## config.mk

```make
export PLATFORM = sky130hd
export DESIGN_NAME = bus_arbiter
export DESIGN_NICKNAME = d
export VERILOG_FILES = /design/src/source/soc_bus_pkg.sv /design/src/source/bus_arbiter.sv
export SDC_FILE = /design/constraint.sdc
export NUM_CORES = 1
export LEC_CHECK = 0
export BUFFER_PORTS_ARGS = -buffer_cell sky130_fd_sc_hd__buf_2
export CAP_MARGIN = 20
export CORE_AREA = 2 2 39 41
export CTS_CLUSTER_SIZE = 16
export DETAILED_ROUTE_END_ITERATION = 12
export DIE_AREA = 0 0 41 43
export PLACE_DENSITY = 0.3
export SETUP_SLACK_MARGIN = 0.5
export SYNTH_ARGS = -nofsm -noshare
export SYNTH_HDL_FRONTEND = slang
export SYNTH_SLANG_ARGS = --single-unit
```

## constraint.sdc

```tcl
create_clock -name clk_core -period 1.2 [get_ports clk_core]
set_input_delay 0.36 -clock clk_core [delete_from_list [all_inputs] [get_ports clk_core]]
set_output_delay 0.36 -clock clk_core [all_outputs]
set_load 0.05 [all_outputs]
```

## src/source/soc_bus_pkg.sv

```systemverilog
`default_nettype none

package soc_bus_pkg;

  // Word address, byte address bits 27 down to 2
  typedef logic [25:0] word_addr_t;

  typedef logic [31:0] bus_data_t;

  // Set bit writes that byte lane
  typedef logic [3:0] byte_mask_t;

  // Top four bits of a word address
  typedef logic [3:0] region_t;

  localparam region_t REGION_ROM = 4'd0;
  localparam region_t REGION_RAM = 4'd1;

  localparam logic CMD_READ  = 1'b0;
  localparam logic CMD_WRITE = 1'b1;

  typedef enum logic [1:0] {
    ARB_IDLE,
    ARB_FETCH,
    ARB_MEM
  } arb_state_t;

endpackage

`default_nettype wire

```

## src/source/bus_arbiter.sv

```systemverilog
`timescale 1ns/10ps
`default_nettype none

module bus_arbiter #(
  parameter int BURST_LEN = 4
) (
  input  logic clk_core,
  input  logic rst,
  input  logic fe_cvalid,
  input  logic ls_cvalid,
  input  logic done,
  output logic gnt_fetch,
  output logic gnt_mem
);
  import soc_bus_pkg::*;

  arb_state_t state;
  // Fetch held the most recent grant
  logic       last_fetch;
  logic       pick_fetch;

  initial begin
    if (BURST_LEN < 2 || (BURST_LEN & (BURST_LEN - 1)) != 0) begin
      $fatal(1, "BURST_LEN must be a power of two, at least 2");
    end
  end

  // On a tie the port not served last goes first
  assign pick_fetch = fe_cvalid && (!ls_cvalid || !last_fetch);

  always_ff @(posedge clk_core) begin
    if (rst) begin
      state      <= ARB_IDLE;
      last_fetch <= 1'b0;
    end else begin
      case (state)
        ARB_IDLE: begin
          if (pick_fetch) begin
            state      <= ARB_FETCH;
            last_fetch <= 1'b1;
          end else if (ls_cvalid) begin
            state      <= ARB_MEM;
            last_fetch <= 1'b0;
          end
        end
        ARB_FETCH, ARB_MEM: begin
          if (done) begin
            state <= ARB_IDLE;
          end
        end
        default: state <= ARB_IDLE;
      endcase
    end
  end

  assign gnt_fetch = (state == ARB_FETCH);
  assign gnt_mem   = (state == ARB_MEM);

  a_gnt_onehot: assert property (@(posedge clk_core) disable iff (rst)
    !(gnt_fetch && gnt_mem));

endmodule

`default_nettype wire

```

==> qor.yml <==
status: "complete, but fails checks"
violations: "negative setup slack"
grt_usage: 0.0701
ys_seq_elements: 3
fillers: 149
start_util: 0.138
fp.dieW_microns: 41
clk_pin_slew_ns: 0.04
final_cell_area_sq_um: 380
maxCapViolCount: 0
seqCellArea_sq_um: 67.6
cp.required_ns: 0.84
boundaryPins: 7
final_util: 0.275
grt_start_max_net_pins: 6
viasPerCell: 4.04
drive_gt1_frac: 0.706
drv_slew: 0
gp_congestion: 0.619
drtAntennaViolNets: 0
path_cells: "inv_4, ha_4, buf_8"
worst_setup_path_start_kind: "flop"
multi_input_area_sq_um: 178
cts_hold_buf: 0
p_leak_nw: 0.144
syn_area_per_cell_sq_um: 9.12
vdd_ir_drop_max_mv: 0.742
arrival_ns: 0.94
rr_startpoint: "state[1]"
worstHoldPathType: "input port to flop"
wirelength_microns: 515
path_buf_inv: 2
worst_slew_pin_slew_ns: 0.192
slew_headroom: 0.872
fin_crit_sh: 1.08
skew_ns: 0.00242
wire_per_inst_microns: 10.3
pre_cts_slack_ns: 0.0298
rows: 14
antenna_found_initial: 0
cts_sinks: 3
drt_iter0_drc: 0
min_from: "rst"
p_total_w: 0.000485
htreeDepth: 1
holdWs_ns: 0.325
fin_nets: 43
max_freq_mhz: 770
place_area_sq_um: 272
grt_overflow: 0
num_antenna_cells: 0
rsz0062_at_grt: "true"
dieArea_sq_mm: 0.00176
port-buffer-count: 6
grt_pass1_wl_microns: 759
power_density_mw_per_mm2: 1280
finalSetupViolCount: 4
numCtsBuffers: 3
path_delay_family: "flip-flops"
yosys_warnings: 0
core_sq_mm: 0.00138
cp_slowest_stage_delay_ns: 0.37
vias: 202
clockBufferDepth: 2
path_class: "flop to output pin"
area_delta_synth_final_pct: 98.7
crit_path_start: "state[1]"
ys_types: 13
cp-end-kind: "output pin"
synth_fp_nets: 29
synth_area_sq_um: 191
worst_path_max_delay_cell: "dfxtp_4"
synth-seq-area-share: 0.314
cts_tree: "done"
syn_inst: 21
die_y_microns: 43
period_needed_ns: 1.30
grt_pass1_vias: 189
route.detailed.drc: 0
root_buffer: "clkbuf_4"
cp_max_fo: 3
setup_slack_ns: -0.0987
hold_viol_final: 0
dr.pass1.iters: 1
clk_latency_ns: 0.23
[area by class of cell]
| type | instances | area share |
|---|---|---|
| timing repair buffer | 9 | 0.191 |
| clock buffer | 4 | 0.0691 |
| tap | 16 | 0.0526 |
| sequential | 3 | 0.178 |
| multi-input combinational | 15 | 0.467 |
| inverter | 3 | 0.0428 |
[metal layers]
layer,vias to the layer above,GRT usage,wire [microns]
met2,8,0.0938,256
met3,0,0.0628,35
met5,-,0,0
li1,104,-,-
met1,90,0.0895,223
met4,0,0,0
[layout by cell type, fill, tap and decap left out]
cell       count
clkbuf_1       1
buf_4          3
nand2b_1       1
dfxtp_4        2
clkbuf_4       3
buf_8          2
nand2_1        1
a311oi_2       1
o2111ai_1      1
o21ai_2        1
inv_4          2
inv_1          1
a21oi_2        2
a21oi_1        1
o21ai_1        1
nand4_1        1
and2b_1        1
dfxtp_1        1
ha_4           3
nor3b_4        1
buf_2          4
[per-stage QoR]
step / std cells / setup TNS, ns
after floorplan: 21 / 0
after global placement: 43 / 0
after detailed placement: 43 / 0
after CTS: 49 / -0.348
after global routing: 50 / -0.477
final: 50 / -0.316
[registers in the layout, summed over array words and instances (netlist names)]
| name | flops |
|---|---|
| state | 2 |
| last_fetch | 1 |
[where the power goes]
part,total (W),leakage (nW),internal [W],switching (W)
Clock,0.000177,0.0150,0.000125,0.0000528
Sequential,0.000133,0.0261,0.000113,0.0000199
Combinational,0.000175,0.103,0.0000890,0.0000858
Total,0.000485,0.144,0.000327,0.000158
[worst reg2reg max path, cell delays in order (launching register included)]
cell and delay (ns):
dfxtp_4 0.37, inv_4 0.04, buf_4 0.13, ha_4 0.23
and2b_1 0.18, o21ai_1 0.12, a21oi_1 0.08
[timing repair]
item / CTS / global route
endpoints found under the setup margin: 5 / 5
pin swaps: 1 / 2
resized for setup: 13 / 2
buffers inserted: 2 / 1
[worst paths after layout]
| kind | end | slack (ns) | depth (start not counted) |
|---|---|---|---|
| worst max-delay path | gnt_fetch | -0.1 | 3 |
| worst min-delay path | state[0] | 0.32 | 2 |
| worst max register to register | state[1] | -0.07 | 6 |
| worst min register to register | state[1] | 0.55 | 2 |
[cells by family after synthesis]
logic type,Yosys count,share of synthesized area
AO/OA/AOI/OAI,7,0.242
AND/OR/NAND/NOR,5,0.190
buffers and inverters,3,0.0588
adder cells (fa/ha/maj),3,0.196
flip-flops,3,0.314
[synthesized netlist by cell type (all sizes together)]
library cell  number  area share
ha                 3        0.20
dfxtp              3        0.31
o2111ai            1       0.046
inv                3       0.059
a21oi              3       0.098
o21ai              2       0.052
nand4              1       0.033
a311oi             1       0.046
nor3b              1       0.065
and2b              1       0.039
nand2              1       0.020
nand2b             1       0.033
Note: power is estimated with default switching activity, not from simulation.
