[src/rom.hex]
// Boot ROM, one 32-bit hex word per line, word i holds c0de0000 plus i
c0de0000
c0de0001
c0de0002
c0de0003
c0de0004
c0de0005
c0de0006
c0de0007
c0de0008
c0de0009
c0de000a
c0de000b
c0de000c
c0de000d
c0de000e
c0de000f
[src/source/soc_bus_pkg.sv]
`default_nettype none

package soc_bus_pkg;

  // Word address, byte address bits 27 down to 2
  typedef logic [25:0] word_addr_t;

  typedef logic [31:0] bus_data_t;

  // Set bit writes that byte lane
  typedef logic [3:0] byte_mask_t;

  // Top four bits of a word address
  typedef logic [3:0] region_t;

  localparam region_t REGION_ROM = 4'd0;
  localparam region_t REGION_RAM = 4'd1;

  localparam logic CMD_READ  = 1'b0;
  localparam logic CMD_WRITE = 1'b1;

  typedef enum logic [1:0] {
    ARB_IDLE,
    ARB_FETCH,
    ARB_MEM
  } arb_state_t;

endpackage

`default_nettype wire

[src/source/boot_rom.sv]
`timescale 1ns/10ps
`default_nettype none

module boot_rom #(
  parameter int ROM_WORDS = 64,
  parameter int BURST_LEN = 4
) (
  input  logic                    clk_core,
  input  logic                    rst,
  input  logic                    cvalid,
  input  soc_bus_pkg::word_addr_t addr,
  input  logic                    rready,
  output logic                    cready,
  output logic                    rvalid,
  output logic                    rlast,
  output soc_bus_pkg::bus_data_t  rdata
);
  import soc_bus_pkg::*;

  localparam int IDX_W  = $clog2(ROM_WORDS);
  localparam int BEAT_W = $clog2(BURST_LEN);

  bus_data_t         mem [ROM_WORDS];
  logic [IDX_W-1:0]  ptr;
  logic [IDX_W-1:0]  ptr_next;
  logic [IDX_W-1:0]  start;
  logic [BEAT_W-1:0] beat;
  logic              cmd_xfer;
  logic              beat_xfer;

  initial begin
    $readmemh("/design/src/rom.hex", mem);
  end

  assign cready    = !rvalid;
  assign cmd_xfer  = cvalid && cready;
  assign beat_xfer = rvalid && rready;
  // Aligned burst start, wrapped to the ROM size
  assign start     = {addr[IDX_W-1:BEAT_W], {BEAT_W{1'b0}}};
  assign ptr_next  = ptr + IDX_W'(1);

  always_ff @(posedge clk_core) begin
    if (rst) begin
      rvalid <= 1'b0;
      rlast  <= 1'b0;
      beat   <= '0;
    end else if (cmd_xfer) begin
      rvalid <= 1'b1;
      rlast  <= 1'b0;
      beat   <= '0;
    end else if (beat_xfer) begin
      rvalid <= !rlast;
      rlast  <= (beat == BEAT_W'(BURST_LEN - 2));
      beat   <= beat + BEAT_W'(1);
    end
  end

  // Next word fetched as each beat is taken
  always_ff @(posedge clk_core) begin
    if (cmd_xfer) begin
      ptr   <= start;
      rdata <= mem[start];
    end else if (beat_xfer && !rlast) begin
      ptr   <= ptr_next;
      rdata <= mem[ptr_next];
    end
  end

endmodule

`default_nettype wire

[config.mk]
export PLATFORM = sky130hd
export DESIGN_NAME = boot_rom
export DESIGN_NICKNAME = d
export VERILOG_FILES = /design/src/source/soc_bus_pkg.sv /design/src/source/boot_rom.sv
export SDC_FILE = /design/constraint.sdc
export NUM_CORES = 1
export LEC_CHECK = 0
export ABC_AREA = 1
export ABC_CLOCK_PERIOD_IN_PS = 900
export BUFFER_PORTS_ARGS = -buffer_cell sky130_fd_sc_hd__buf_2
export CAP_MARGIN = 20
export CELL_PAD_IN_SITES_DETAIL_PLACEMENT = 0
export CELL_PAD_IN_SITES_GLOBAL_PLACEMENT = 2
export CORE_UTILIZATION = 10
export DETAILED_ROUTE_END_ITERATION = 10
export PLACE_DENSITY = 0.76
export SLEW_MARGIN = 20
export SYNTH_ARGS = -nofsm -noshare
export SYNTH_HDL_FRONTEND = slang
export SYNTH_SLANG_ARGS = --single-unit
[constraint.sdc]
create_clock -name clk_core -period 0.9 [get_ports clk_core]
set_input_delay 0.135 -clock clk_core [delete_from_list [all_inputs] [get_ports clk_core]]
set_output_delay 0.135 -clock clk_core [all_outputs]
set_load 0.02 [all_outputs]
==> metrics.txt, run 1 <==
fill cell count 482; vias per inst 2.34; status complete, no violations; Layout area overhead 13.0%; DR WL/cell 5.45 um; simple-gate share of the synthesized area 0.116; pin count of the biggest net entering global routing 8; GP Congestion 0.623; cells after synthesis 57; vias in the first global route 220; nets 99; syn_area_per_cell 7.60 um^2; Diodes inserted 0; leading area contributor after synthesis buf_4; Post-Synth Adder-Cell Area 0.0289; Post-route DRC 0; Synth top area share 0.555; post-route cell area 489 um^2; Peak Freq 1.11 GHz; Setup violations, final 0; worst hold path class primary input to flip-flop; CTS tree yes; drt pass-1 iters 3; Worst Path Required 0.76 ns; cts hold-fix bufs 0; RSZ-0062 raised after global routing true; Max Cap Viol 0; Netlist cell types 11; Warnings, synthesis 0; Synth Cell Area 433 um^2; Setup Skew 0.000155 ns; H-tree lvl count 1; Via Count 271; clock latency on the worst-skew pair 0.22 ns; Setup crit start kind flip-flop; Slew Limit Fails 0; core area 4090 um^2; largest family of logic cells by synthesized area buffers and inverters; Final Hold Fails 0; # port buffers 6; Tcrit/Tclk final 1.00; arrival time of the worst setup path 0.76 ns; Longest Clk Path Bufs 2; Die X 67.8 um; post-synthesis mux area share 0; cts bufs inserted 3; CP Capture Type primary output; Max FO, Critical Path 6; initial antenna violation count 0; minimum clock period 0.900 ns; die footprint 4600 um^2; largest cells by area after synthesis buf_4 55%, dfxtp_1 18%, a21oi_2 6.1%; Final Routed Wirelength 632 um; post-synthesis compound-gate area fraction 0.0723; I/O pin cnt 65; pwr dens 1570 nW/um^2; most frequent cells in the layout 32 x conb_1, 6 x nand2_1; clk root buf clkbuf_8; Peak VDD IR 0.228 mV; Pleak 0.000235 uW; final core utilization 0.120; share of layout cells above drive strength 1 0.364; ANT nets after route 0; CTS sink cnt 4; Synth Register Bits 4; most common cell after layout, fill and taps aside conb_1; DRT iter0 DRCs 17; Die H 67.8 um; standard-cell rows 23; DP Area 409 um^2; Seq/Total Area, Yosys 0.185; xor and xnor fraction of the mapped netlist area 0; grt ovf 0; Initial Util 0.106; Tot GR Track Use 0.0334; crit path kind flip-flop to primary output; clock transition at the registers of the reported paths 0.03 ns; DPL Wire Length 509 um; first-pass GRT wire length 1010 um
path summary, 6_finish.rpt:
kind / start / to / slack (ns) / cells past startpoint
worst max-delay path: rvalid$_SDFFE_PP0P_ / cready / 0.00008 / 2
worst max register to register: beat[0]$_SDFFE_PP0P_ / beat[1]$_SDFFE_PP0P_ / 0.03 / 5
worst min-delay path: rst / rvalid$_SDFFE_PP0P_ / 0.08 / 2
worst min register to register: rlast$_SDFFE_PP0P_ / rlast$_SDFFE_PP0P_ / 0.47 / 2
sequential cells by signal (all words and copies together) (netlist names):
signal,count
beat,2
rvalid,1
rlast,1
cells in the mapped netlist:
library cell,count
a21oi_2,3
nand2_2,2
dfxtp_1,4
ha_1,1
conb_1,1
a21oi_1,1
nand3_1,3
buf_4,32
inv_1,3
inv_2,1
nand2_1,6
final cells by class:
class | count | area [um^2] | share of cell area
inverter | 4 | 17.5 | 0.0358
multi-input combinational | 48 | 231 | 0.473
tap | 50 | 62.6 | 0.128
clock buffer | 3 | 41.3 | 0.0844
timing repair buffer | 7 | 48.8 | 0.0997
sequential | 4 | 87.6 | 0.179
timing repair:
item	CTS	global route
pin swaps	2	2
gates resized for setup	5	6
setup endpoints to repair	3	4
buffers inserted	0	1
cells by family (layout without fill, tap and decap cells):
family,Yosys count,count (layout)
buffers and inverters,36,14
other,1,32
DFF,4,4
adders and majority gates,1,1
AOI/OAI and AO/OA,4,4
and+or+nand+nor,11,11
routing by layer:
metal  wire length, um  up-vias  global-route usage
li1                  -      129                   -
met1               185      119              0.0276
met2               369       20              0.0495
met3                53        3              0.0169
met4                23        0              0.0469
met5                 0        -                   0
power breakdown:
part	leakage (uW)	total, uW	switching, uW	internal [uW]
Clock	0.0000216	383	97.9	286
Sequential	0.0000346	195	10.4	185
Combinational	0.000179	191	158	32.9
worst max-delay path, stage by stage, from the launching register on:
cell	delay [ns]
dfxtp_4	0.38
inv_4	0.04
buf_6	0.12
stage by stage:
step | hold slack, ns | setup TNS [ns] | total power [uW] | setup slack, ns | instances
finish | 0.0813 | 0 | 770 | 0.0000812 | 116
global route | 0.102 | -0.0454 | 810 | -0.0221 | 116
CTS | 0.0843 | -0.0368 | 772 | -0.0242 | 115
detailed placement | 0.316 | -0.0473 | 371 | -0.0473 | 112
global placement | 0.302 | -0.0232 | 371 | -0.0232 | 112
floorplan | 0.197 | 0 | 452 | 0.00375 | 88
No activity file was read; power rests on OpenSTA's default activity.
==> run 2: changes to the inputs <==
--- a/config.mk
+++ b/config.mk
@@ -11,9 +11,10 @@
 export CAP_MARGIN = 20
 export CELL_PAD_IN_SITES_DETAIL_PLACEMENT = 0
 export CELL_PAD_IN_SITES_GLOBAL_PLACEMENT = 2
-export CORE_UTILIZATION = 10
+export CORE_UTILIZATION = 11
+export CTS_BUF_LIST = sky130_fd_sc_hd__clkbuf_8
 export DETAILED_ROUTE_END_ITERATION = 10
-export PLACE_DENSITY = 0.76
+export PLACE_DENSITY = 0.82
 export SLEW_MARGIN = 20
 export SYNTH_ARGS = -nofsm -noshare
 export SYNTH_HDL_FRONTEND = slang
==> run 2 against run 1 <==
  * Hold slack got worse by 0.0029 ns
  * Clock power shrank 2%
  * Wire length fell by 20%
  * Combinational power hardly changed
  * Sequential share of layout area decreased by 0.12 points
  * Largest power group unchanged
==> metrics.txt, run 2 (synthesis results as in run 1) <==
share of layout cells above drive strength 1 0.358 (-0.00543); Die X 64.7 um (-4.5%); CP Capture Type primary output; status complete, no violations; Diodes inserted 0 (unchanged); # port buffers 6 (unchanged); vias in the first global route 176 (-20%); arrival time of the worst setup path 0.74 ns (-0.02 ns); Worst Path Required 0.76 ns (about the same); CTS sink cnt 4 (unchanged); critical path's slowest cell dfxtp_1; worst hold path class primary input to flip-flop; crit path buf inv count 1 (-1); biggest regs beat x2, rlast x1, rvalid x1; Top Usage Layer GRT met2; cts bufs inserted 3 (unchanged); Slew Limit Fails 0 (unchanged); Max FO, Critical Path 3 (-3); routing usage on met1 0.0240 (-0.00361); first-pass GRT wire length 669 um (-34%); vias per inst 2.34 (+0.13%); Max Cap Viol 0 (unchanged); grt ovf 0 (unchanged); DR WL/cell 4.38 um (-20%); Peak VDD IR 0.287 mV (+26%); GP Congestion 0.594 (-4.7%); CP delay by family, top flip-flops; drt pass-1 iters 3 (unchanged); Largest register FFs 2 (unchanged); cell chain of the critical path buf_2; ANT nets after route 0 (unchanged); Final Routed Wirelength 504 um (-20%); post-route cell area 485 um^2 (-0.77%); met3 global-route usage 0.0211 (+0.00423); clock transition at the registers of the reported paths 0.03 ns (about the same); pin count of the biggest net entering global routing 6 (-2); Tot GR Track Use 0.0227 (-0.0106); most frequent cells in the layout 32 x conb_1, 6 x nand2_1, 5 x buf_2; Post-route DRC 0 (unchanged); clock latency on the worst-skew pair 0.22 ns (about the same); DRT iter0 DRCs 4 (-13); die footprint 4190 um^2 (-8.8%); minimum clock period 0.872 ns (-0.0277 ns); cts hold-fix bufs 0 (unchanged); Pleak 0.000238 uW (+1.2%); core area 3720 um^2 (-9.1%); Setup Skew 0.00316 ns (+0.00301 ns); initial antenna violation count 0 (unchanged); Final Hold Fails 0 (unchanged); crit path kind flip-flop to primary output; Tcrit/Tclk final 0.969 (-0.0308); M2 GR Usage 0.0273 (-0.0222); final core utilization 0.131 (+0.0109); DPL Wire Length 411 um (-19%); nets 100 (+1.0%); pwr dens 1560 nW/um^2 (-0.75%); fill cell count 434 (-10%); Layout area overhead 12.1%; I/O pin cnt 65 (unchanged); clk root buf clkbuf_8; Setup WS post-layout 0.0278 ns (+0.0277 ns); Largest Register beat; Post-Place Worst Slack -0.0272 ns (+0.0201 ns); most common cell after layout, fill and taps aside conb_1; FF-to-FF setup slack 0.04 ns (about the same); Die H 64.7 um (-4.5%); DP Area 407 um^2 (-0.61%); CTS tree yes; Setup violations, final 0 (unchanged); Initial Util 0.116 (+0.0106); Via Count 269 (-0.74%); Peak Freq 1.15 GHz (+3.2%); Longest Clk Path Bufs 2 (unchanged); H-tree lvl count 1 (unchanged); standard-cell rows 22 (-4.3%); Setup crit start kind flip-flop; RSZ-0062 raised after global routing true; setup TNS 0 ns (unchanged); Worst path max stage delay 0.34 ns (-0.04 ns); hold slack 0.0785 ns (-0.00285 ns)
==> run 2: cell count changes in the layout (fill, tap and decap cells not counted) <==
| cell | delta |
|---|---|
| dfxtp_2 | -1 |
| dfxtp_1 | +1 |
| buf_2 | +2 |
| inv_4 | -1 |
| inv_2 | +1 |
| buf_4 | -1 |
==> run 2: worst register-to-register path: stages (launching register included) <==
cell,delay [ns]
dfxtp_2,0.32
inv_2,0.05
ha_4,0.25
inv_2,0.03
nand3_2,0.05
a21oi_2,0.05
==> run 2: timing repair <==
action,CTS,global route
pin swaps,2,2
setup endpoints to repair,3,2
resized for setup,4,3
setup buffers,1,1
gates cloned,0,0
==> run 2: report_power, final <==
| part | switching, uW | internal [uW] | total (uW) |
|---|---|---|---|
| clock | 90.7 | 285 | 376 |
| combinational | 161 | 32.2 | 193 |
| sequential | 4.65 | 185 | 189 |
| total | 256 | 502 | 758 |
==> run 2: metal layers <==
metal  share of wire  wire length (um)
met5               0                 0
met4           0.014                 7
met3            0.12                60
met2            0.53               266
met1            0.34               170
==> run 2: stage by stage <==
step	power, uW	instances
finish	758	115
global route	808	115
floorplan	452	88
detailed placement	368	110
global placement	368	110
CTS	766	114
==> run 2: worst paths after layout <==
check                       start                   end  depth (start not counted)
max            rlast$_SDFFE_PP0P_                 rlast                          1
min                           rst   rvalid$_SDFFE_PP0P_                          2
max reg2reg  beat[0]$_SDFFE_PP0P_  beat[1]$_SDFFE_PP0P_                          5
min reg2reg  beat[0]$_SDFFE_PP0P_  beat[0]$_SDFFE_PP0P_                          2
==> run 2: layout make-up <==
class	count	area, um^2	area share
clock buffers	3	41.3	0.0851
repair buffers	8	51.3	0.106
well taps	48	60.1	0.124
inverters	4	15.0	0.0309
flip-flops and latches	4	86.3	0.178
multi-input cells	48	231	0.477
