## src/source/soc_bus_pkg.sv

```systemverilog
`default_nettype none

package soc_bus_pkg;

  // Word address, byte address bits 27 down to 2
  typedef logic [25:0] word_addr_t;

  typedef logic [31:0] bus_data_t;

  // Set bit writes that byte lane
  typedef logic [3:0] byte_mask_t;

  // Top four bits of a word address
  typedef logic [3:0] region_t;

  localparam region_t REGION_ROM = 4'd0;
  localparam region_t REGION_RAM = 4'd1;

  localparam logic CMD_READ  = 1'b0;
  localparam logic CMD_WRITE = 1'b1;

  typedef enum logic [1:0] {
    ARB_IDLE,
    ARB_FETCH,
    ARB_MEM
  } arb_state_t;

endpackage

`default_nettype wire

```

## src/source/bus_main.sv

```systemverilog
`timescale 1ns/10ps
`default_nettype none

module bus_main (
  input  logic                    clk_core,
  input  logic                    rst,
  input  logic                    gnt_fetch,
  input  logic                    gnt_mem,
  input  logic                    fe_cvalid,
  input  soc_bus_pkg::word_addr_t fe_addr,
  input  logic                    fe_rready,
  input  logic                    fe_eack,
  input  logic                    ls_cvalid,
  input  logic                    ls_cmd,
  input  soc_bus_pkg::word_addr_t ls_addr,
  input  logic                    ls_wvalid,
  input  logic                    ls_wlast,
  input  soc_bus_pkg::bus_data_t  ls_wdata,
  input  soc_bus_pkg::byte_mask_t ls_wmask,
  input  logic                    ls_rready,
  input  logic                    ls_eack,
  input  logic                    rom_cready,
  input  logic                    rom_rvalid,
  input  logic                    rom_rlast,
  input  soc_bus_pkg::bus_data_t  rom_rdata,
  input  logic                    ram_cready,
  input  logic                    ram_wready,
  input  logic                    ram_rvalid,
  input  logic                    ram_rlast,
  input  soc_bus_pkg::bus_data_t  ram_rdata,
  output logic                    tgt_cmd,
  output soc_bus_pkg::word_addr_t tgt_addr,
  output soc_bus_pkg::bus_data_t  tgt_wdata,
  output soc_bus_pkg::byte_mask_t tgt_wmask,
  output logic                    tgt_wlast,
  output logic                    rom_cvalid,
  output logic                    rom_rready,
  output logic                    ram_cvalid,
  output logic                    ram_wvalid,
  output logic                    ram_rready,
  output logic                    fe_cready,
  output logic                    fe_rvalid,
  output logic                    fe_error,
  output logic                    ls_cready,
  output logic                    ls_wready,
  output logic                    ls_rvalid,
  output logic                    ls_error,
  output soc_bus_pkg::bus_data_t  rdata,
  output logic                    rlast,
  output logic                    done
);
  import soc_bus_pkg::*;

  logic    m_cvalid;
  logic    m_rready;
  logic    m_eack;
  region_t region;
  logic    hit_rom;
  logic    hit_ram;
  logic    cmd_phase;
  logic    c_ready;
  logic    cmd_xfer;
  logic    t_rvalid;
  logic    wr_xfer;
  // Data phase state and latched target
  logic    busy;
  logic    sel_ram;
  logic    err_level;

  // Granted initiator onto the target side
  assign m_cvalid  = (gnt_fetch && fe_cvalid) || (gnt_mem && ls_cvalid);
  assign m_rready  = (gnt_fetch && fe_rready) || (gnt_mem && ls_rready);
  assign m_eack    = (gnt_fetch && fe_eack) || (gnt_mem && ls_eack);
  assign tgt_cmd   = gnt_mem ? ls_cmd : CMD_READ;
  assign tgt_addr  = gnt_mem ? ls_addr : fe_addr;
  assign tgt_wdata = ls_wdata;
  assign tgt_wmask = ls_wmask;
  assign tgt_wlast = ls_wlast;

  // Writes to the ROM region have no target and take the error path
  assign region  = tgt_addr[25:22];
  assign hit_rom = (region == REGION_ROM) && (tgt_cmd == CMD_READ);
  assign hit_ram = (region == REGION_RAM);

  assign cmd_phase  = (gnt_fetch || gnt_mem) && !busy && !err_level;
  assign c_ready    = cmd_phase && (hit_rom ? rom_cready : (hit_ram ? ram_cready : 1'b1));
  assign cmd_xfer   = m_cvalid && c_ready;
  assign rom_cvalid = cmd_phase && m_cvalid && hit_rom;
  assign ram_cvalid = cmd_phase && m_cvalid && hit_ram;
  assign fe_cready  = gnt_fetch && c_ready;
  assign ls_cready  = gnt_mem && c_ready;

  // Return path follows the latched target
  assign t_rvalid   = busy && (sel_ram ? ram_rvalid : rom_rvalid);
  assign rdata      = sel_ram ? ram_rdata : rom_rdata;
  assign rlast      = sel_ram ? ram_rlast : rom_rlast;
  assign rom_rready = busy && !sel_ram && m_rready;
  assign ram_rready = busy && sel_ram && m_rready;
  assign fe_rvalid  = gnt_fetch && t_rvalid;
  assign ls_rvalid  = gnt_mem && t_rvalid;

  assign ram_wvalid = busy && sel_ram && gnt_mem && ls_wvalid;
  assign ls_wready  = busy && sel_ram && gnt_mem && ram_wready;
  assign wr_xfer    = ram_wvalid && ram_wready;

  assign fe_error = gnt_fetch && err_level;
  assign ls_error = gnt_mem && err_level;

  assign done = (t_rvalid && m_rready && rlast) || (wr_xfer && ls_wlast) || (err_level && m_eack);

  always_ff @(posedge clk_core) begin
    if (rst) begin
      busy      <= 1'b0;
      sel_ram   <= 1'b0;
      err_level <= 1'b0;
    end else begin
      if (cmd_xfer && (hit_rom || hit_ram)) begin
        busy    <= 1'b1;
        sel_ram <= hit_ram;
      end else if (done) begin
        busy <= 1'b0;
      end
      // Unmapped command holds error until acknowledged
      if (cmd_xfer && !hit_rom && !hit_ram) begin
        err_level <= 1'b1;
      end else if (m_eack) begin
        err_level <= 1'b0;
      end
    end
  end

  // Target beats only arrive during a latched data phase
  a_rvalid_in_phase: assert property (@(posedge clk_core) disable iff (rst)
    (rom_rvalid || ram_rvalid) |-> busy);

  // Targets stay silent while an error waits for eack
  a_err_no_rvalid: assert property (@(posedge clk_core) disable iff (rst)
    err_level |-> !(rom_rvalid || ram_rvalid));

endmodule

`default_nettype wire

```

## config.mk

```make
export PLATFORM = sky130hd
export DESIGN_NAME = bus_main
export DESIGN_NICKNAME = d
export VERILOG_FILES = /design/src/source/soc_bus_pkg.sv /design/src/source/bus_main.sv
export SDC_FILE = /design/constraint.sdc
export NUM_CORES = 1
export LEC_CHECK = 0
export BUFFER_PORTS_ARGS = -buffer_cell sky130_fd_sc_hd__buf_4
export CAP_MARGIN = 20
export CELL_PAD_IN_SITES_DETAIL_PLACEMENT = 0
export CELL_PAD_IN_SITES_GLOBAL_PLACEMENT = 1
export CORE_AREA = 2 2 108 110
export DETAILED_ROUTE_END_ITERATION = 6
export DIE_AREA = 0 0 110 112
export MAX_ROUTING_LAYER = met4
export PLACE_DENSITY = 0.77
export SYNTH_ARGS = -nofsm -noshare
export SYNTH_HDL_FRONTEND = slang
export SYNTH_SLANG_ARGS = --single-unit
```

## constraint.sdc

```tcl
create_clock -name clk_core -period 1.65 [get_ports clk_core]
set_clock_uncertainty 0.2 [all_clocks]
set_input_delay 0.0825 -clock clk_core [delete_from_list [all_inputs] [get_ports clk_core]]
set_output_delay 0.0825 -clock clk_core [all_outputs]
set_load 0.01 [all_outputs]
```

==> results of run 1 <==
## kinds of logic after synthesis
kind of cell | count (synthesis) | share of synthesized area [%]
multiplexers | 61 | 50.4
flip-flops | 3 | 4.40
AO/OA/AOI/OAI | 13 | 7.25
buffers and inverters | 48 | 24.1
AND/OR/NAND/NOR | 30 | 13.9
## area by class of cell
cell class | instances | area, um2
timing repair buffer | 258 | 2040
sequential | 3 | 65.1
inverter | 3 | 11.3
multi-input combinational | 104 | 991
fill | 1178 | 7810
clock buffer | 4 | 78.8
tap | 143 | 179
## registers in the layout (all words and copies together) (netlist names)
register / cells
err_level: 1
busy: 1
sel_ram: 1
## final timing paths
path / to / slack [ns] / cells after the start
worst max-delay path: ls_rvalid / 0.07 / 3
worst min-delay path: err_level$_SDFFE_PP0P_ / 0.1 / 4
worst max register to register: sel_ram$_SDFFE_PP0P_ / 0.30 / 4
worst min register to register: err_level$_SDFFE_PP0P_ / 0.39 / 3
## metal layers
layer | share of wire, % | routed length [um] | track usage, %
met1 | 31 | 2410 | 10.1
met2 | 57 | 4440 | 24.3
met3 | 12 | 902 | 1.70
met4 | 0.68 | 53 | 3.04
met5 | 0 | 0 | -
## cell usage in the layout (no fill, tap or decap), types with 3 or more instances in the layout
cell and count:
buf_4 218, clkbuf_16 3, dlygate4sd3_1 38, inv_1 3, mux2_2 61, nand2_1 3, nand3_1 4, nor2_1 6
## power groups by stage
stage	clock network (mW)	registers [mW]	logic (mW)
finish	0.382	0.0795	0.788
global route	0.396	0.0806	0.849
CTS	0.391	0.0804	0.799
detailed placement	0	0.0807	0.691
global placement	0	0.0803	0.684
floorplan	0	0.0797	0.323
## stage by stage
stage | std cells | instance area, um2 | util, % | TNS, ns
finish | 515 | 3360 | 30.1 | 0
global route | 515 | 3360 | 30.1 | -0.00166
CTS | 515 | 3350 | 30.0 | 0
detailed placement | 473 | 2880 | 25.7 | 0
global placement | 473 | 2880 | 25.7 | 0
floorplan | 155 | 1360 | - | 0
## repair_timing
action                                  4_1_cts  5_1_grt
hold buffers                                 38        0
hold endpoints to repair                     39        0
resized for setup                             4        5
pin swaps                                     0        1
endpoints found under the setup margin       36        5
## critical path: stages, from the launching register on
cell     delay (ns)
dfxtp_4        0.37
mux2_2         0.36
and3_1         0.20
buf_4          0.15
==> flow_summary.yaml, run 1 <==
run_status:
  outcome: "finished clean"
clock_tree:
  cts_root_buf: "clkbuf_16"
  clkLatencyLatePin_ns: 0.22
  clkTransAtPathRegs_ns: 0.03
  post_cts_buffers: 0
  cts_tree: "built"
  htreeDepth: 1
  clock-sinks: 3
  cts_made_buffers: 3
  clockBufferDepth: 2
route:
  wl_mm: 7.81
  route.detailed.drc: 0
  dr_total_vias: 2019
  drt_iter0_markers: 28
  ant_nets: 0
  wire_per_inst_um: 15.2
  first_pass_iters: 4
  viasPerCell: 3.92
synthesis:
  netlist-cell-type-count: 28
  synthFlopType: "dfxtp_1"
  synth.avg_cell_area_um2: 8.80
  yosys-top-cells-area: "mux2_2 50%, buf_4 20%, dfxtp_1 4.4%"
  synth_common_cells: "61 x mux2_2, 37 x buf_4, 8 x buf_2"
  synth_edf_count: 0
  syn_nets: 327
  yosysWarnings: 0
  yosys.area.top_type: "mux2_2"
  yosysMostFrequentCell: "mux2_2"
  synth_top_area_share_pct: 50.4
  ys_seq_area_share_pct: 4.40
  syn_inst: 155
  synthArstFlopShare_pct: 0
  netlist_area_mm2: 0.00136
  synth_seq_cells: 3
place:
  dp_slack_ns: 0.0443
  place_hpwl_mm: 6.74
  io_buffers: 209
  gp_congestion: 0.815
cells_and_area:
  final_nets: 545
  diodes: 0
  drive_gt1_share_pct: 78.8
  area_delta_synth_final_pct: 147
pwr:
  p_sw_share_pct: 27.6
  p_sw_uw: 345
  vdd_ir_drop_max_v: 0.000167
  pwr-share-comb_pct: 63.1
  power.internal_uw: 905
  p_clk_share_pct: 30.6
  leakagePower_nw: 1.64
  total_power_mw: 1.25
  cellPowerDensity_mw_per_mm2: 372
  p_seq_share_pct: 6.4
sta:
  fin_crit_sh_pct: 95.7
  worst_pin_slew_ns: 0.296
  fin_ws_ns: 0.0710
  setup_violations: 0
  slew_headroom_pct: 80.2
  fin_hold_ws_ns: 0.0992
  fmax_mhz: 633
  hold_viol_final: 0
  final_max_slew_viol_count: 0
  period_minus_slack_ns: 1.58
worst_setup_path:
  crit_path_end_kind: "primary output"
  start_kind: "flip-flop"
  crit_path_start: "sel_ram$_SDFFE_PP0P_"
  cp.arrival_ns: 1.30
  r2r_start: "busy$_SDFFE_PP0P_"
  cp_data_required_time_ns: 1.37
  cp_max_fo: 5
  criticalPathCategory: "flip-flop to primary output"
floorplan:
  core_area_mm2: 0.0112
  initial_core_util_pct: 12.2
  dieArea_mm2: 0.0123
  rows: 39
  die_x_um: 110
  io_pins: 282
  die_height_um: 112
global_route:
  grt_overflow: 0
  grt_pass1_vias: 2071
  grt_pass1_wl_mm: 10.4
  grt_usage_pct: 11.5
  antenna_found_initial: 0
  grt_max_degree: 15
worst_hold_path:
  hold_path.startpoint: "ls_eack"
  worstHoldPathType: "primary input to flip-flop"
run:
  drv_cap: 0
(Power assumes the default switching activity.)
==> run 2: changes to the inputs <==
Settings changed: ABC_AREA set to 1, CORE_AREA 2 2 108 110 to not set, CORE_MARGIN set to 2, CORE_UTILIZATION set to 13, DIE_AREA 0 0 110 112 to not set, PLACE_DENSITY 0.77 to 0.85.
==> run 2 against run 1 <==
  * Area after synthesis rose by 8.4%
  * Critical endpoint is now done
  * Clock power hardly changed
  * Register-to-register slack got worse by 0.13 ns
  * Critical path type unchanged
  * Wire length increased by 8.1%
==> flow_summary.yaml, run 2 <==
run_status:
  outcome: "finished clean"
clock_tree:
  cts_root_buf: "clkbuf_16"
  clkTransAtPathRegs_ns: 0.03
  clock-sinks: 3
  cts_tree: "built"
  clockBufferDepth: 2
  htreeDepth: 1
  cts_made_buffers: 3
  clkLatencyLatePin_ns: 0.22
global_route:
  grt_pass1_vias: 2649
  antenna_found_initial: 0
  grt_max_degree: 33
  grt_usage_pct: 13.3
  grt_pass1_wl_mm: 13.1
  grt_overflow: 0
synthesis:
  synthSimpleGateAreaFrac_pct: 59.5
  synthAdderAreaFrac_pct: 0
  synthArstFlopShare_pct: 0
  synthFlopType: "dfxtp_1"
  netlist-cell-type-count: 25
  synth_edf_count: 0
  syn_inst: 317
  netlist_area_mm2: 0.00148
  synth_mux_area_share_pct: 0
  yosysMostFrequentCell: "nand2_1"
  synth_top_area_share_pct: 49.5
  synth_compound_gate_area_share_pct: 4.23
  synth.avg_cell_area_um2: 4.67
  ys_seq_area_share_pct: 4.06
  synth_seq_cells: 3
  yosys.area.top_type: "nand2_1"
  synth_top_family_by_area: "simple AND/OR/NAND/NOR gates"
  synth_common_cells: "195 x nand2_1, 37 x buf_4, 27 x inv_1"
  synth_xor_area_share_pct: 0
  yosys-top-cells-area: "nand2_1 49%, buf_4 19%, inv_1 6.9%"
  syn_nets: 489
  yosysWarnings: 0
route:
  drt_iter0_markers: 73
  route.detailed.drc: 0
  wire_per_inst_um: 12.6
  ant_nets: 0
  wl_mm: 8.44
  first_pass_iters: 4
  dr_total_vias: 2577
  viasPerCell: 3.86
cells_and_area:
  area_delta_synth_final_pct: 133
  stdcell_count: 668
  layout.area.seq_um2: 67.6
  diodes: 0
  multi_input_area_um2: 968
  final_common_cell: "buf_4"
  largestRegisters: "busy x1, err_level x1, sel_ram x1"
  postLayoutCellArea_mm2: 0.00345
  drive_gt1_share_pct: 46.6
  final_nets: 701
  final_cell_mix: "220 x buf_4, 192 x nand2_1, 37 x dlygate4sd3_1"
  fillers: 1216
worst_setup_path:
  cp.arrival_ns: 1.31
  r2r_cells: 8
  r2r_slack_ns: 0.17
  cp_max_fo: 3
  regToRegEndpoint: "busy$_SDFFE_PP0P_"
  r2r_start: "busy$_SDFFE_PP0P_"
  criticalPathCategory: "flip-flop to primary output"
  crit_path_end_kind: "primary output"
  cp_data_required_time_ns: 1.37
  start_kind: "flip-flop"
sta:
  fmax_mhz: 628
  hold_viol_final: 0
  fin_crit_sh_pct: 96.5
  period_minus_slack_ns: 1.59
  slew_headroom_pct: 84.0
  worst_pin_slew_ns: 0.238
  fin_tns_setup_ns: 0
  final_max_slew_viol_count: 0
  fin_hold_ws_ns: 0.163
  setup_violations: 0
worst_hold_path:
  holdPathEnd: "err_level$_SDFFE_PP0P_"
  hold_path.startpoint: "fe_eack"
  hold_depth: 6
  worstHoldPathType: "primary input to flip-flop"
floorplan:
  dieArea_mm2: 0.0122
  die_height_um: 111
  core_area_mm2: 0.0110
  rows: 38
  io_pins: 282
  initial_core_util_pct: 13.5
  die_x_um: 111
place:
  place_area_mm2: 0.00293
  gp_congestion: 0.881
  place_hpwl_mm: 6.75
  dpl.cell_count: 623
  io_buffers: 209
run:
  drv_cap: 0
pwr:
  leakagePower_nw: 2.07
  cellPowerDensity_mw_per_mm2: 371
  vdd_ir_drop_max_v: 0.000238
[run 2: power breakdown]
group	total (mW)	leakage, nW	internal, mW	switching (mW)
clock network	0.385	0.0382	0.319	0.0663
registers	0.0764	0.0260	0.0737	0.00274
logic	0.818	2.01	0.473	0.345
total	1.28	2.07	0.865	0.414
[run 2: worst max-delay path by stage]
stage / start / to / slack [ns] / cells after the start
2_1_floorplan: sel_ram$_SDFFE_PP0P_ / busy$_SDFFE_PP0P_ / 0.13 / 9
3_3_place_gp: sel_ram$_SDFFE_PP0P_ / done / 0.1 / 8
3_5_place_dp: sel_ram$_SDFFE_PP0P_ / done / 0.03 / 8
4_1_cts: sel_ram$_SDFFE_PP0P_ / done / 0.005 / 8
5_1_grt: busy$_SDFFE_PP0P_ / done / -0.008 / 7
6_report: busy$_SDFFE_PP0P_ / done / 0.06 / 7
[run 2: area by class of cell]
cell class / count / share of cell area [%]
repair buffers: 258 / 59.0
multi-input cells: 231 / 28.1
well taps: 140 / 5.08
inverters: 32 / 3.56
clock buffers: 4 / 2.29
flip-flops and latches: 3 / 1.96
[run 2: repair_timing]
action	in CTS	in global routing
resized for setup	9	4
hold buffers	37	0
hold endpoints to repair	39	0
pin swaps	1	3
setup buffers	1	3
setup endpoints to repair	1	8
[run 2: per-stage QoR]
stage,total power [mW],setup WS [ns],util (%)
floorplan,0.420,0.132,-
global placement,0.786,0.0977,26.7
detailed placement,0.792,0.0263,26.7
CTS,1.29,0.00521,31.0
global route,1.38,-0.00790,31.4
finish,1.28,0.0571,31.4
[run 2: cell families after synthesis]
logic type             count (synthesis)
buffers and inverters                 83
AOI/OAI and AO/OA                      9
and+or+nand+nor                      222
DFF                                    3
[run 2: per-layer routing]
metal,GRT usage (%),share of wire (%),wire (um),vias to the layer above
li1,-,-,-,1321
met1,14.9,39,3280,1120
met2,24.8,54,4570,128
met3,2.35,6.0,505,8
met4,2.75,1.1,89,0
met5,-,0,0,-
[run 2: worst max-delay path, stage by stage, from the launching register on]
cell and delay [ns]:
dfxtp_4 0.34, buf_4 0.14, nand3_1 0.07, nand2_1 0.09, nand3_2 0.08, and3_4 0.19, inv_1 0.04, buf_4 0.13
==> run 3: changes to the inputs <==
Settings changed: PLACE_DENSITY 0.85 to 0.81.
==> run 3 against run 2 <==
  * Critical path depth is 1 higher
  * Register-to-register slack better by 0.05 ns
  * Final cell count up 0.30%
  * Sequential share of layout area about the same
  * Largest power group unchanged
  * First-iteration DRC count rose by 81%
  * Combinational power is 2% higher
  * Fmax up 1.4%
==> flow_summary.yaml, run 3 (same netlist as run 2, synthesis figures left out) <==
cells_and_area:
  drive_gt1_share_pct: 47.5
  final_common_cell: "buf_4"
  largestRegisters: "busy x1, err_level x1, sel_ram x1"
  final_cell_mix: "223 x buf_4, 191 x nand2_1, 37 x dlygate4sd3_1"
  stdcell_count: 670
  diodes: 0
  final_nets: 703
  fin_util_pct: 31.8
  area_delta_synth_final_pct: 136
worst_setup_path:
  cp_max_fo: 3
  r2r_cells: 7
  crit_path_start: "busy$_SDFFE_PP0P_"
  r2r_slack_ns: 0.22
  path_buf_inv: 5
  r2r_start: "err_level$_SDFFE_PP0P_"
  cp-endpoint: "ls_wready"
  cp_data_required_time_ns: 1.37
  path_cells: "nand2_2 > inv_2 > nand2_2 > nor2_4 > buf_4 > buf_4 > buf_4 > buf_4"
  path_delay_family: "buffers and inverters"
  cp.arrival_ns: 1.29
  path_depth: 8
  slowest_stage: "dfxtp_4"
  start_kind: "flip-flop"
  crit_path_end_kind: "primary output"
  regToRegEndpoint: "sel_ram$_SDFFE_PP0P_"
  crit_top_cell: "buf_4"
  max_stage_delay_ns: 0.35
  criticalPathCategory: "flip-flop to primary output"
sta:
  fin_crit_sh_pct: 95.2
  fin_ws_ns: 0.0788
  rsz0062_at_grt: "true"
  final_max_slew_viol_count: 0
  period_minus_slack_ns: 1.57
  fmax_mhz: 636
  worst_pin_slew_ns: 0.339
  hold_viol_final: 0
  setup_violations: 0
  slew_headroom_pct: 77.4
global_route:
  grt_pass1_vias: 2475
  antenna_found_initial: 0
  grt_usage_pct: 12.6
  grt_max_degree: 34
  grt_pass1_wl_mm: 12.4
  grt_overflow: 0
route:
  wl_mm: 8.09
  route.detailed.drc: 0
  first_pass_iters: 4
  wire_per_inst_um: 12.1
  dr_total_vias: 2589
  viasPerCell: 3.86
  ant_nets: 0
  drt_iter0_markers: 132
pwr:
  total_power_mw: 1.29
  cellPowerDensity_mw_per_mm2: 370
  leakagePower_nw: 2.08
  vdd_ir_drop_max_v: 0.000240
place:
  dp_slack_ns: 0.105
  dpl.cell_count: 623
  place_hpwl_mm: 6.32
  gp_congestion: 0.853
  io_buffers: 209
worst_hold_path:
  hold_path.startpoint: "ls_wvalid"
  worstHoldPathType: "primary input to flip-flop"
clock_tree:
  clkLatencyLatePin_ns: 0.22
  clock-sinks: 3
  clkTransAtPathRegs_ns: 0.03
  htreeDepth: 1
  cts_root_buf: "clkbuf_16"
  cts_made_buffers: 3
  cts_tree: "built"
  clockBufferDepth: 2
run_status:
  outcome: "finished clean"
floorplan:
  rows: 38
  core_area_mm2: 0.0110
  io_pins: 282
  die_height_um: 111
  dieArea_mm2: 0.0122
  die_x_um: 111
  initial_core_util_pct: 13.5
run:
  drv_cap: 0
[run 3: per-stage QoR]
step / hold slack (ns) / instance area (um2) / setup TNS [ns]
2_1_floorplan: -0.0551 / 1480 / 0
3_3_place_gp: -0.0349 / 2930 / 0
3_5_place_dp: -0.0349 / 2930 / 0
4_1_cts: 0.132 / 3460 / 0
5_1_grt: 0.150 / 3490 / -0.00101
6_report: 0.107 / 3490 / 0
[run 3: final cells by class]
cell class / count / area [um2]
Timing Repair Buffer: 260 / 2040
Inverter: 32 / 123
Fill cell: 1211 / 7490
Sequential cell: 3 / 67.6
Clock buffer: 4 / 78.8
Multi-Input combinational cell: 231 / 1000
Tap cell: 140 / 175
[run 3: routing by layer]
layer / vias up / track usage, % / wire length [um]
met5: - / - / 0
met4: 0 / 2.08 / 68
met3: 8 / 3.28 / 539
met2: 113 / 23.2 / 4460
met1: 1139 / 14.0 / 3030
li1: 1329 / - / -
[run 3: worst min path at each step]
stage / end / slack, ns / cells past startpoint
3_3_place_gp: tgt_wdata[18] / -0.03 / 0
5_1_grt: busy$_SDFFE_PP0P_ / 0.15 / 5
4_1_cts: err_level$_SDFFE_PP0P_ / 0.13 / 6
2_1_floorplan: sel_ram$_SDFFE_PP0P_ / -0.06 / 1
3_5_place_dp: tgt_wdata[18] / -0.03 / 0
6_report: busy$_SDFFE_PP0P_ / 0.11 / 5
[run 3: power by group]
part / switching (mW) / leakage, nW / internal, mW
combinational: 0.353 / 2.02 / 0.480
sequential: 0.00363 / 0.0260 / 0.0737
clock: 0.0642 / 0.0382 / 0.319
[run 3: what timing repair did]
action	CTS	global route
pin swaps	6	4
endpoints found under the setup margin	3	5
hold buffers	37	0
endpoints found under the hold margin	39	0
gates resized for setup	10	9
setup buffers	6	0
[run 3: worst register-to-register path: stages (launching register included)]
cell and delay [ns]:
dfxtp_1 0.32, a211oi_4 0.27, nand2_1 0.10, inv_2 0.07
buf_4 0.11, nand4_2 0.10, nand2_1 0.10, a21oi_2 0.05
